<file path="config.mk">
export PLATFORM = sky130hd
export DESIGN_NAME = mem_arbiter
export DESIGN_NICKNAME = d
export VERILOG_FILES = /design/src/mem_pkg.sv /design/src/mem_arbiter.sv
export SDC_FILE = /design/constraint.sdc
export NUM_CORES = 1
export LEC_CHECK = 0
export BUFFER_PORTS_ARGS = -buffer_cell sky130_fd_sc_hd__clkbuf_2
export CAP_MARGIN = 20
export CELL_PAD_IN_SITES_DETAIL_PLACEMENT = 0
export CELL_PAD_IN_SITES_GLOBAL_PLACEMENT = 1
export CORE_AREA = 4 4 157 159
export DETAILED_ROUTE_END_ITERATION = 12
export DIE_AREA = 0 0 161 163
export PLACE_DENSITY_LB_ADDON = 0.15
export SLEW_MARGIN = 30
export SYNTH_ARGS = -nofsm -noshare
export SYNTH_HDL_FRONTEND = slang
export SYNTH_SLANG_ARGS = --single-unit
</file>
<file path="constraint.sdc">
create_clock -name clk_i -period 1.8 [get_ports clk_i]
set_input_delay 0.09 -clock clk_i [delete_from_list [all_inputs] [get_ports clk_i]]
set_output_delay 0.09 -clock clk_i [all_outputs]
set_load 0.02 [all_outputs]
</file>
<file path="src/mem_pkg.sv">
// Subsystem widths, cache geometry, memory timing, bus structs and grant type
`default_nettype none

package mem_pkg;

    // ========================================================================
    // Geometry
    // ========================================================================
    localparam int ADDR_W      = 32;
    localparam int DATA_W      = 32;
    localparam int STRB_W      = DATA_W / 8;
    localparam int OFFSET_W    = $clog2(STRB_W);           // Byte offset in a word
    localparam int CACHE_LINES = 16;
    localparam int INDEX_W     = $clog2(CACHE_LINES);
    localparam int TAG_W       = ADDR_W - INDEX_W - OFFSET_W;

    localparam int MEM_WORDS = 1024;
    localparam int MEM_AW    = $clog2(MEM_WORDS);          // Low word-address bits only
    localparam int MEM_WAIT  = 2;
    localparam int WAIT_W    = $clog2(MEM_WAIT + 1);

    // ========================================================================
    // Types
    // ========================================================================
    typedef logic [ADDR_W-1:0]  addr_t;
    typedef logic [DATA_W-1:0]  word_t;
    typedef logic [STRB_W-1:0]  strb_t;                    // All zero is a read
    typedef logic [INDEX_W-1:0] index_t;
    typedef logic [TAG_W-1:0]   tag_t;
    typedef logic [MEM_AW-1:0]  mem_idx_t;
    typedef logic [WAIT_W-1:0]  wait_cnt_t;

    typedef struct packed {
        logic  valid;
        strb_t wstrb;
        addr_t addr;
        word_t wdata;
    } mem_req_t;

    typedef struct packed {
        logic  ready;
        word_t rdata;
    } mem_rsp_t;

    typedef enum logic {
        GRANT_INSTR,
        GRANT_DATA
    } grant_e;

endpackage

`default_nettype wire

</file>
<file path="src/mem_arbiter.sv">
// Memory port arbiter for timer, instruction cache and data cache
`timescale 1ns/100ps
`default_nettype none

module mem_arbiter import mem_pkg::*; (
    input  logic     clk_i,
    input  logic     rst_i,
    input  mem_req_t timer_req,
    output mem_rsp_t timer_rsp,
    input  mem_req_t instr_req,
    output mem_rsp_t instr_rsp,
    input  mem_req_t data_req,
    output mem_rsp_t data_rsp,
    output mem_req_t mem_req,
    input  mem_rsp_t mem_rsp
);

    grant_e   grant_q;
    logic     timer_sel;
    mem_req_t cache_req;

    assign timer_sel = timer_req.valid;                    // Timer always wins
    assign cache_req = (grant_q == GRANT_DATA) ? data_req : instr_req;

    always_comb begin
        if (timer_sel) begin
            mem_req       = timer_req;
            mem_req.wstrb = '0;                            // Timer only reads
        end else begin
            mem_req = cache_req;
        end
    end

    // Read data is shared and ready goes only to the port owner
    always_comb begin
        timer_rsp       = mem_rsp;
        instr_rsp       = mem_rsp;
        data_rsp        = mem_rsp;
        timer_rsp.ready = mem_rsp.ready & timer_sel;
        instr_rsp.ready = mem_rsp.ready & ~timer_sel & (grant_q == GRANT_INSTR);
        data_rsp.ready  = mem_rsp.ready & ~timer_sel & (grant_q == GRANT_DATA);
    end

    // Sticky grant between the two caches
    always_ff @(posedge clk_i) begin
        if (rst_i) begin
            grant_q <= GRANT_INSTR;
        end else begin
            case ({instr_req.valid, data_req.valid})
                2'b01:   grant_q <= GRANT_DATA;
                2'b10:   grant_q <= GRANT_INSTR;
                2'b11:   grant_q <= grant_q;               // Both waiting so hold
                default: grant_q <= GRANT_INSTR;
            endcase
        end
    end

endmodule

`default_nettype wire

</file>
==> metrics.csv <==
stage;metric;value;unit
sta;period_minus_slack;1307;ps
cells_and_area;num-fill-cells;2765;
clock_network;holdBufCountCts;0;
setup_path;worstSetupStartpointType;flip-flop;
routing;avgViaCountPerCell;3.216;
sta;drv_slew;0;
routing;drc;0;
sta;tns;0;ps
setup_path;crit_slowest_cell;dfxtp_4;
die;die_y;163;um
sta;fin_skew;0;ps
setup_path;ff2ff_setup_slack;1110;ps
sta;tightest_slew;335.0;ps
sta;hold_viol_final;0;
yosys;syn_inst;328;
die;fp.dieW;161;um
yosys;synth_fa_ha_area_frac;0;
power_and_ir_drop;internal_power;0.3992;mW
cells_and_area;reg.largest.list;grant_q: 1 flops;
yosys;synth_compound_area_frac;0.1495;
cells_and_area;synthToLayoutAreaGrowth;40.88;%
cells_and_area;layout.nets;737;
power_and_ir_drop;seqPwrFrac;0.030;
yosys;ys_seq_elements;1;
routing;wl_per_cell;12.18;um
yosys;ys_types;16;
global_routing;antenna_found_initial;0;
setup_path;path_delay_family;buffers and inverters;
routing;ant_nets;0;
power_and_ir_drop;ir_drop;0.1253;mV
place;place_congestion;0.6887;
setup_path;cp_max_fo;37;
routing;vias;2611;
yosys;ys_seq_area_frac;0.008791;
job;drv_cap;0;
place;io_buffers;277;
die;pin_count;410;
setup_path;critPathBufInv;2;
setup_path;end_kind;output pin;
yosys;synth-simple-area-share;0.1220;
global_routing;grt_pass1_vias;2708;
cells_and_area;antenna-diode-count;0;
power_and_ir_drop;p_sw_frac;0.5346;
power_and_ir_drop;comb_power_share;0.970;
setup_path;cp.arrival;1220;ps
place;hpwl;8694;um
min_path;holdPathEnd;data_rsp[22];
setup_path;r2r_end;grant_q$_SDFFE_PP0P_;
sta;whs;180.0;ps
yosys;synth.area.mux_share;0.2989;
setup_path;cpPeakStageDelay;370;ps
min_path;hold_class;input pin to output pin;
sta;period_share;0.7263;
min_path;min_from;mem_rsp[22];
yosys;synth_top_family_by_area;buffers and inverters;
die;initial_core_util;0.09789;
routing;routed_wl;9889;um
die;core_area;23260;um^2
global_routing;track_usage;0.06693;
clock_network;clkLatencyLatePin;0;ps
sta;rsz0062_at_grt;no;
yosys;synth.net_count;570;
global_routing;grt_pass1_wl;14520;um
cells_and_area;largest_register_ffs;1;
routing;drtIter0Drc;61;
power_and_ir_drop;p_clk_frac;0;
clock_network;cts_setup_buffers;0;
die;dieArea;26240;um^2
setup_path;r2r_cells;1;
yosys;synth_xor_area_frac;0;
clock_network;post_cts_resized;0;
sta;setup_viol;0;
cells_and_area;drive_gt1_frac;0.5781;
min_path;hold_depth;0;
global_routing;grt_start_max_net_pins;55;
setup_path;path_cells;buf_12 > mux2i_1 > o21ai_0 > clkbuf_2;
die;fp-row-count;56;
power_and_ir_drop;p_sw;0.4584;mW
routing;drt_pre_antenna_iters;4;
power_and_ir_drop;p_leak;1.677;nW
sta;maxSlewHeadroom;0.7766;
yosys;synth_area;2277;um^2
sta;max_freq;764.9;MHz
setup_path;r2r-start;grant_q$_SDFFE_PP0P_;
run_status;outcome;completed;
setup_path;criticalPathCategory;flip-flop to output pin;
yosys;syn_avg_cell_area;6.943;um^2
clock_network;clkTransAtPathRegs;0;ps
global_routing;gr-total-overflow;0;
setup_path;critPathRequiredTime;1710;ps
power_and_ir_drop;p_per_area;267.3;nW/um^2
cells_and_area;regMostFlops;grant_q;
yosys;ys_warn_count;0;
[how the worst max path moves through the flow]
stage / start / endpoint / cells after the start
final: grant_q$_SDFFE_PP0P_ / mem_req[0] / 4
after floorplan: grant_q$_SDFFE_PP0P_ / instr_rsp[32] / 3
after global routing: grant_q$_SDFFE_PP0P_ / mem_req[0] / 4
after detailed placement: grant_q$_SDFFE_PP0P_ / mem_req[0] / 4
after CTS: grant_q$_SDFFE_PP0P_ / mem_req[0] / 4
after global placement: grant_q$_SDFFE_PP0P_ / mem_req[0] / 4
[cell usage in the layout (no fill, tap or decap)]
master	instances
dfxtp_4	1
a21oi_1	1
nor2_1	4
buf_4	5
buf_12	3
clkbuf_2	276
o21ai_0	4
o211a_1	1
nor3b_1	1
inv_1	2
mux2i_1	68
o21ai_1	61
and2_1	1
and3b_1	1
nand2_1	64
[routing by layer]
| metal | global-route usage | up-vias | routed length [um] |
|---|---|---|---|
| met5 | 0 | - | 0 |
| met4 | 0.02016 | 0 | 322 |
| met3 | 0.01797 | 28 | 1082 |
| met2 | 0.1333 | 179 | 5209 |
| met1 | 0.06742 | 1069 | 3275 |
| li1 | - | 1335 | - |
[area by class of cell]
class                   instances  area [um^2]  area share
flip-flops and latches          1        23.77    0.007410
well taps                     319        399.1      0.1244
inverters                       2        7.507    0.002340
repair buffers                284         1479      0.4610
multi-input cells             206         1299      0.4048
[cell families after synthesis]
group	count (synthesis)
AO/OA/AOI/OAI	67
buffers and inverters	121
flip-flops	1
multiplexers	68
AND/OR/NAND/NOR	71
[synthesized netlist by cell type]
library cell	number	area, um^2
and2_1	1	6.260
nor2_1	4	15.01
o21ai_0	4	20.02
o21ai_1	61	305.3
buf_4	98	735.7
buf_2	5	25.02
nand2_1	64	240.2
and3b_1	1	8.760
a21oi_1	1	5.000
inv_1	2	7.510
dfxtp_1	1	20.02
o211a_1	1	10.01
mux2i_1	68	680.7
nor3b_1	1	7.510
clkbuf_1	8	30.03
buf_12	8	160.2
[stage by stage]
| stage | cell area, um^2 | setup WS (ps) | util | std cells | power, mW |
|---|---|---|---|---|---|
| after floorplan | 2277 | 571.1 | - | 328 | 0.8053 |
| after global placement | 3208 | 528.6 | 0.1379 | 812 | 0.8801 |
| after detailed placement | 3208 | 480.9 | 0.1379 | 812 | 0.8737 |
| after CTS | 3208 | 488.0 | 0.1379 | 812 | 0.8767 |
| after global routing | 3208 | 386.9 | 0.1379 | 812 | 0.9482 |
| final | 3208 | 492.6 | 0.1379 | 812 | 0.8576 |
[power by group through the flow]
| stage | combinational, mW | clock [mW] | sequential [mW] |
|---|---|---|---|
| final | 0.832 | 0 | 0.0254 |
| after CTS | 0.851 | 0 | 0.0254 |
| after detailed placement | 0.848 | 0 | 0.0254 |
| after global placement | 0.855 | 0 | 0.0254 |
| after global routing | 0.923 | 0 | 0.0256 |
| after floorplan | 0.781 | 0 | 0.0245 |
No activity file was read; power rests on OpenSTA's default activity.
