## src/mem_pkg.sv

```systemverilog
// Subsystem widths, cache geometry, memory timing, bus structs and grant type
`default_nettype none

package mem_pkg;

    // ========================================================================
    // Geometry
    // ========================================================================
    localparam int ADDR_W      = 32;
    localparam int DATA_W      = 32;
    localparam int STRB_W      = DATA_W / 8;
    localparam int OFFSET_W    = $clog2(STRB_W);           // Byte offset in a word
    localparam int CACHE_LINES = 16;
    localparam int INDEX_W     = $clog2(CACHE_LINES);
    localparam int TAG_W       = ADDR_W - INDEX_W - OFFSET_W;

    localparam int MEM_WORDS = 1024;
    localparam int MEM_AW    = $clog2(MEM_WORDS);          // Low word-address bits only
    localparam int MEM_WAIT  = 2;
    localparam int WAIT_W    = $clog2(MEM_WAIT + 1);

    // ========================================================================
    // Types
    // ========================================================================
    typedef logic [ADDR_W-1:0]  addr_t;
    typedef logic [DATA_W-1:0]  word_t;
    typedef logic [STRB_W-1:0]  strb_t;                    // All zero is a read
    typedef logic [INDEX_W-1:0] index_t;
    typedef logic [TAG_W-1:0]   tag_t;
    typedef logic [MEM_AW-1:0]  mem_idx_t;
    typedef logic [WAIT_W-1:0]  wait_cnt_t;

    typedef struct packed {
        logic  valid;
        strb_t wstrb;
        addr_t addr;
        word_t wdata;
    } mem_req_t;

    typedef struct packed {
        logic  ready;
        word_t rdata;
    } mem_rsp_t;

    typedef enum logic {
        GRANT_INSTR,
        GRANT_DATA
    } grant_e;

endpackage

`default_nettype wire

```

## src/l1i_cache.sv

```systemverilog
// Direct-mapped read-only instruction cache with single-word miss fill
`timescale 1ns/100ps
`default_nettype none

module l1i_cache import mem_pkg::*; (
    input  logic     clk_i,
    input  logic     rst_i,
    input  mem_req_t cpu_req,
    output mem_rsp_t cpu_rsp,
    output mem_req_t mem_req,
    input  mem_rsp_t mem_rsp
);

    typedef enum logic [1:0] {
        IDLE,
        LOOKUP,
        FILL
    } state_e;

    state_e                 state_q;
    state_e                 state_d;
    addr_t                  addr_q;
    tag_t                   tag_q  [CACHE_LINES];
    word_t                  data_q [CACHE_LINES];
    logic [CACHE_LINES-1:0] valid_q;
    index_t                 idx;
    tag_t                   tag;
    logic                   hit;

    assign idx = addr_q[INDEX_W+OFFSET_W-1:OFFSET_W];
    assign tag = addr_q[ADDR_W-1:INDEX_W+OFFSET_W];
    assign hit = valid_q[idx] && (tag_q[idx] == tag);

    always_comb begin
        state_d = state_q;
        case (state_q)
            IDLE:    if (cpu_req.valid) state_d = LOOKUP;
            LOOKUP:  state_d = hit ? IDLE : FILL;
            FILL:    if (mem_rsp.ready) state_d = IDLE;
            default: state_d = IDLE;
        endcase
    end

    assign cpu_rsp.ready = ((state_q == LOOKUP) && hit) ||
                           ((state_q == FILL) && mem_rsp.ready);
    assign cpu_rsp.rdata = (state_q == FILL) ? mem_rsp.rdata : data_q[idx];

    // Fetch side never writes
    assign mem_req.valid = (state_q == FILL);
    assign mem_req.wstrb = '0;
    assign mem_req.addr  = addr_q;
    assign mem_req.wdata = '0;

    always_ff @(posedge clk_i) begin
        if (rst_i) begin
            state_q <= IDLE;
            valid_q <= '0;
        end else begin
            state_q <= state_d;
            if ((state_q == FILL) && mem_rsp.ready) begin
                valid_q[idx] <= 1'b1;
            end
        end
    end

    always_ff @(posedge clk_i) begin
        if ((state_q == IDLE) && cpu_req.valid) begin
            addr_q <= cpu_req.addr;                        // Held for the whole access
        end
        if ((state_q == FILL) && mem_rsp.ready) begin
            tag_q[idx]  <= tag;
            data_q[idx] <= mem_rsp.rdata;
        end
    end

endmodule

`default_nettype wire

```

## config.mk

```make
export PLATFORM = sky130hd
export DESIGN_NAME = l1i_cache
export DESIGN_NICKNAME = d
export VERILOG_FILES = /design/src/mem_pkg.sv /design/src/l1i_cache.sv
export SDC_FILE = /design/constraint.sdc
export NUM_CORES = 1
export LEC_CHECK = 0
export BUFFER_PORTS_ARGS = -buffer_cell sky130_fd_sc_hd__buf_4
export CAP_MARGIN = 20
export CORE_UTILIZATION = 47
export DETAILED_ROUTE_END_ITERATION = 8
export MAX_ROUTING_LAYER = met4
export PLACE_DENSITY = 0.73
export SYNTH_ARGS = -nofsm -noshare
export SYNTH_HDL_FRONTEND = slang
export SYNTH_SLANG_ARGS = --single-unit
```

## constraint.sdc

```tcl
create_clock -name clk_i -period 12.9 [get_ports clk_i]
set_clock_uncertainty 0.2 [all_clocks]
set_input_delay 1.935 -clock clk_i [delete_from_list [all_inputs] [get_ports clk_i]]
set_output_delay 1.935 -clock clk_i [all_outputs]
set_load 0.05 [all_outputs]
```

==> impl_metrics.json <==
{
  "status": "finished, final reports clean",
  "finalSetupViolations": 0,
  "track_usage_pct": 20.96,
  "drive_gt1_share_pct": 30.09,
  "synthesis.area_mm2": 0.03807,
  "stdcell_area_mm2": 0.04339,
  "layout_worst_path_cycle_share_pct": 56.30,
  "synthArstFlopShare_pct": 0,
  "cts_made_buffers": 98,
  "critPathMostFrequentCell": "buf_4",
  "postSynthCellCount": 1743,
  "grt-ovfl-total": 0,
  "clk_latency_ns": 0.65,
  "routed_wl_um": 82490,
  "fp.dieW_um": 286.6,
  "grt_max_degree": 151,
  "vias": 17868,
  "tritoncts": "built",
  "htreeDepth": 3,
  "cts_buffer_depth": 3,
  "tightest_slew_ns": 0.9984,
  "nets": 2036,
  "coreArea_mm2": 0.07952,
  "antenna_left": 0,
  "avgSynthCellArea_um2": 21.84,
  "rows": 103,
  "cts_sinks": 982,
  "finalCriticalPeriod_ns": 7.263,
  "cts_hold_buf": 0,
  "required_ns": 10.76,
  "finalHoldViolCount": 0,
  "clk_pin_slew_ns": 0.06,
  "num-fill-cells": 5848,
  "tns_ns": 0,
  "synth_edf_count": 960,
  "drc": 0,
  "drv_cap": 0,
  "via_per_inst": 5.832,
  "synth-warning-count": 0,
  "final_util_pct": 54.57,
  "drtIter0Drc": 1742,
  "peakVddDrop_uv": 109.2,
  "die_h_um": 286.6,
  "start_kind": "register",
  "crit_path_end_kind": "output port",
  "grt_pass1_wl_um": 121000,
  "r2r_cells": 9,
  "cpLargestDelayFamily": "simple AND/OR/NAND/NOR gates",
  "max_freq_ghz": 0.1377,
  "first_pass_iters": 5,
  "cpMaxStageDelayCell": "dfxtp_4",
  "hpwl_um": 41830,
  "path_cells": "buf_4, and2_1, a22oi_1, o221a_2, xnor2_1, nand4_1, nor4_1, nand4b_1, nand2_1, buf_4",
  "crit_fanout": 47,
  "slew_headroom_pct": 33.44,
  "ys.flop_type": "edfxtp_1",
  "critPathArrivalTime_ns": 5.13,
  "layout_common_cells": "960 x edfxtp_1, 251 x mux4_2, 175 x buf_4, 117 x nand2_1, 101 x clkbuf_16",
  "post_cts_buffers": 0,
  "r2r_end": "state_q[1]$_SDFFE_PP0P_",
  "cts_resized": 0,
  "power_leakage_uw": 0.01406,
  "placed_cell_area_mm2": 0.04023,
  "root_buffer": "clkbuf_16",
  "wl_per_cell_um": 26.92,
  "final_common_cell": "edfxtp_1",
  "gp_congestion": 0.7249,
  "io_pins": 206,
  "yosysUniqueCellTypes": 55,
  "ys_seq_area_share_pct": 76.88,
  "path_class": "register to output port",
  "hold_depth": 2,
  "ys_seq_elements": 982,
  "diodes": 0,
  "rrSetupSlack_ns": 8.32,
  "hp-start": "valid_q[7]$_SDFFE_PP0P_",
  "hp-class": "register to register",
  "area_growth_pct": 13.98,
  "rsz0062_at_grt": "no",
  "antenna_found_initial": 0,
  "start_util_pct": 47.87,
  "grt_pass1_vias": 18674,
  "power.density_mw_per_mm2": 160.8,
  "dieArea_mm2": 0.08214,
  "slew_violations": 0,
  "port_buffers": 133,
  "min_to": "valid_q[7]$_SDFFE_PP0P_",
  "slowest_delay_ns": 0.97,
  "cp_num_buf_inv": 2
}
worst reg2reg max path, stage by stage, from the launching register on:
cell     delay [ns]
dfxtp_4        0.97
buf_4          0.80
and2_1         0.51
a22oi_1        0.20
o221a_2        0.32
xnor2_1        0.20
nand4_1        0.19
nor4_1         0.75
and3_1         0.27
o31ai_1        0.06
registers in the layout, summed over array words and instances (netlist names), named ones only:
| name | count |
|---|---|
| data_q | 512 |
| tag_q | 416 |
| addr_q | 32 |
| valid_q | 16 |
| state_q | 2 |
cell families (layout without fill, tap and decap cells):
family                    after synthesis  count (layout)  synth area share, %
DFF                                   982             982                76.88
muxes                                 320             320                16.69
and+or+nand+nor                       224             224                2.547
buffers and inverters                 128             364                2.018
AOI/OAI and AO/OA                      64              64                1.295
xor gates and xnor gates               24              24               0.5522
other                                   1              36             0.009851
how the worst max path moves through the flow:
stage	start	end	slack, ns	depth (start not counted)
floorplan	mem_rsp[32]	data_q[0][0]$_DFFE_PP_	5.78	3
global placement	register	cpu_rsp[32]	6.23	10
detailed placement	register	cpu_rsp[32]	6.17	10
CTS	register	cpu_rsp[32]	5.49	10
global route	register	cpu_rsp[32]	5.31	10
finish	register	cpu_rsp[32]	5.64	10
cell usage after synthesis, types with 6 or more instances:
cell      count  area (um2)
edfxtp_1    960       28830
mux4_2      251        5653
nand2_1     117       439.2
mux2i_1      60       600.6
nor2_1       58       217.7
buf_4        48       360.4
buf_2        26       130.1
dfxtp_1      22       440.4
buf_1        20       75.07
clkbuf_1     18       67.56
xnor2_1      13       113.9
a221oi_1     12       105.1
xor2_1       11       96.34
buf_6        10       112.6
a22oi_1       9       67.56
nor3_1        8       40.04
a21oi_1       7       35.03
mux2_2        7       78.83
nand2b_1      7       43.79
o21ai_0       7       35.03
and3_1        6       37.54
per-layer routing:
metal | wire length, um | vias up | GRT usage [%] | part of all wire [%]
li1 | - | 7544 | - | -
met4 | 2193 | 0 | 6.337 | 2.7
met5 | 0 | - | - | 0
met2 | 42600 | 736 | 35.08 | 52
met3 | 5211 | 144 | 2.949 | 6.3
met1 | 32480 | 9444 | 26.68 | 39
through the flow:
step / setup slack (ns) / hold slack, ns / std cells / power [uW]
finish: 5.637 / 0.2707 / 3064 / 6977
global route: 5.309 / 0.2934 / 3064 / 7190
CTS: 5.487 / 0.2728 / 3064 / 7035
detailed placement: 6.174 / 0.2590 / 2882 / 4289
global placement: 6.230 / 0.2437 / 2882 / 4276
floorplan: 5.775 / 0.2348 / 1778 / 4105
cell type report:
cell class	count	area [um2]	share of cell area, %
timing repair buffer	176	1334	3.074
inverter	6	25.02	0.05768
tap	1050	1314	3.028
multi-input combinational	668	8280	19.08
clock buffer	123	2670	6.154
sequential	982	29280	67.48
clock inverter	59	485.5	1.119
where the power goes:
group | total (uW) | switching, uW | internal [uW] | leakage, uW
sequential | 3570 | 49.3 | 3520 | 0.00883
combinational | 641 | 378 | 263 | 0.00369
clock | 2760 | 1170 | 1590 | 0.00154
Power figures use the tool's default switching activity.
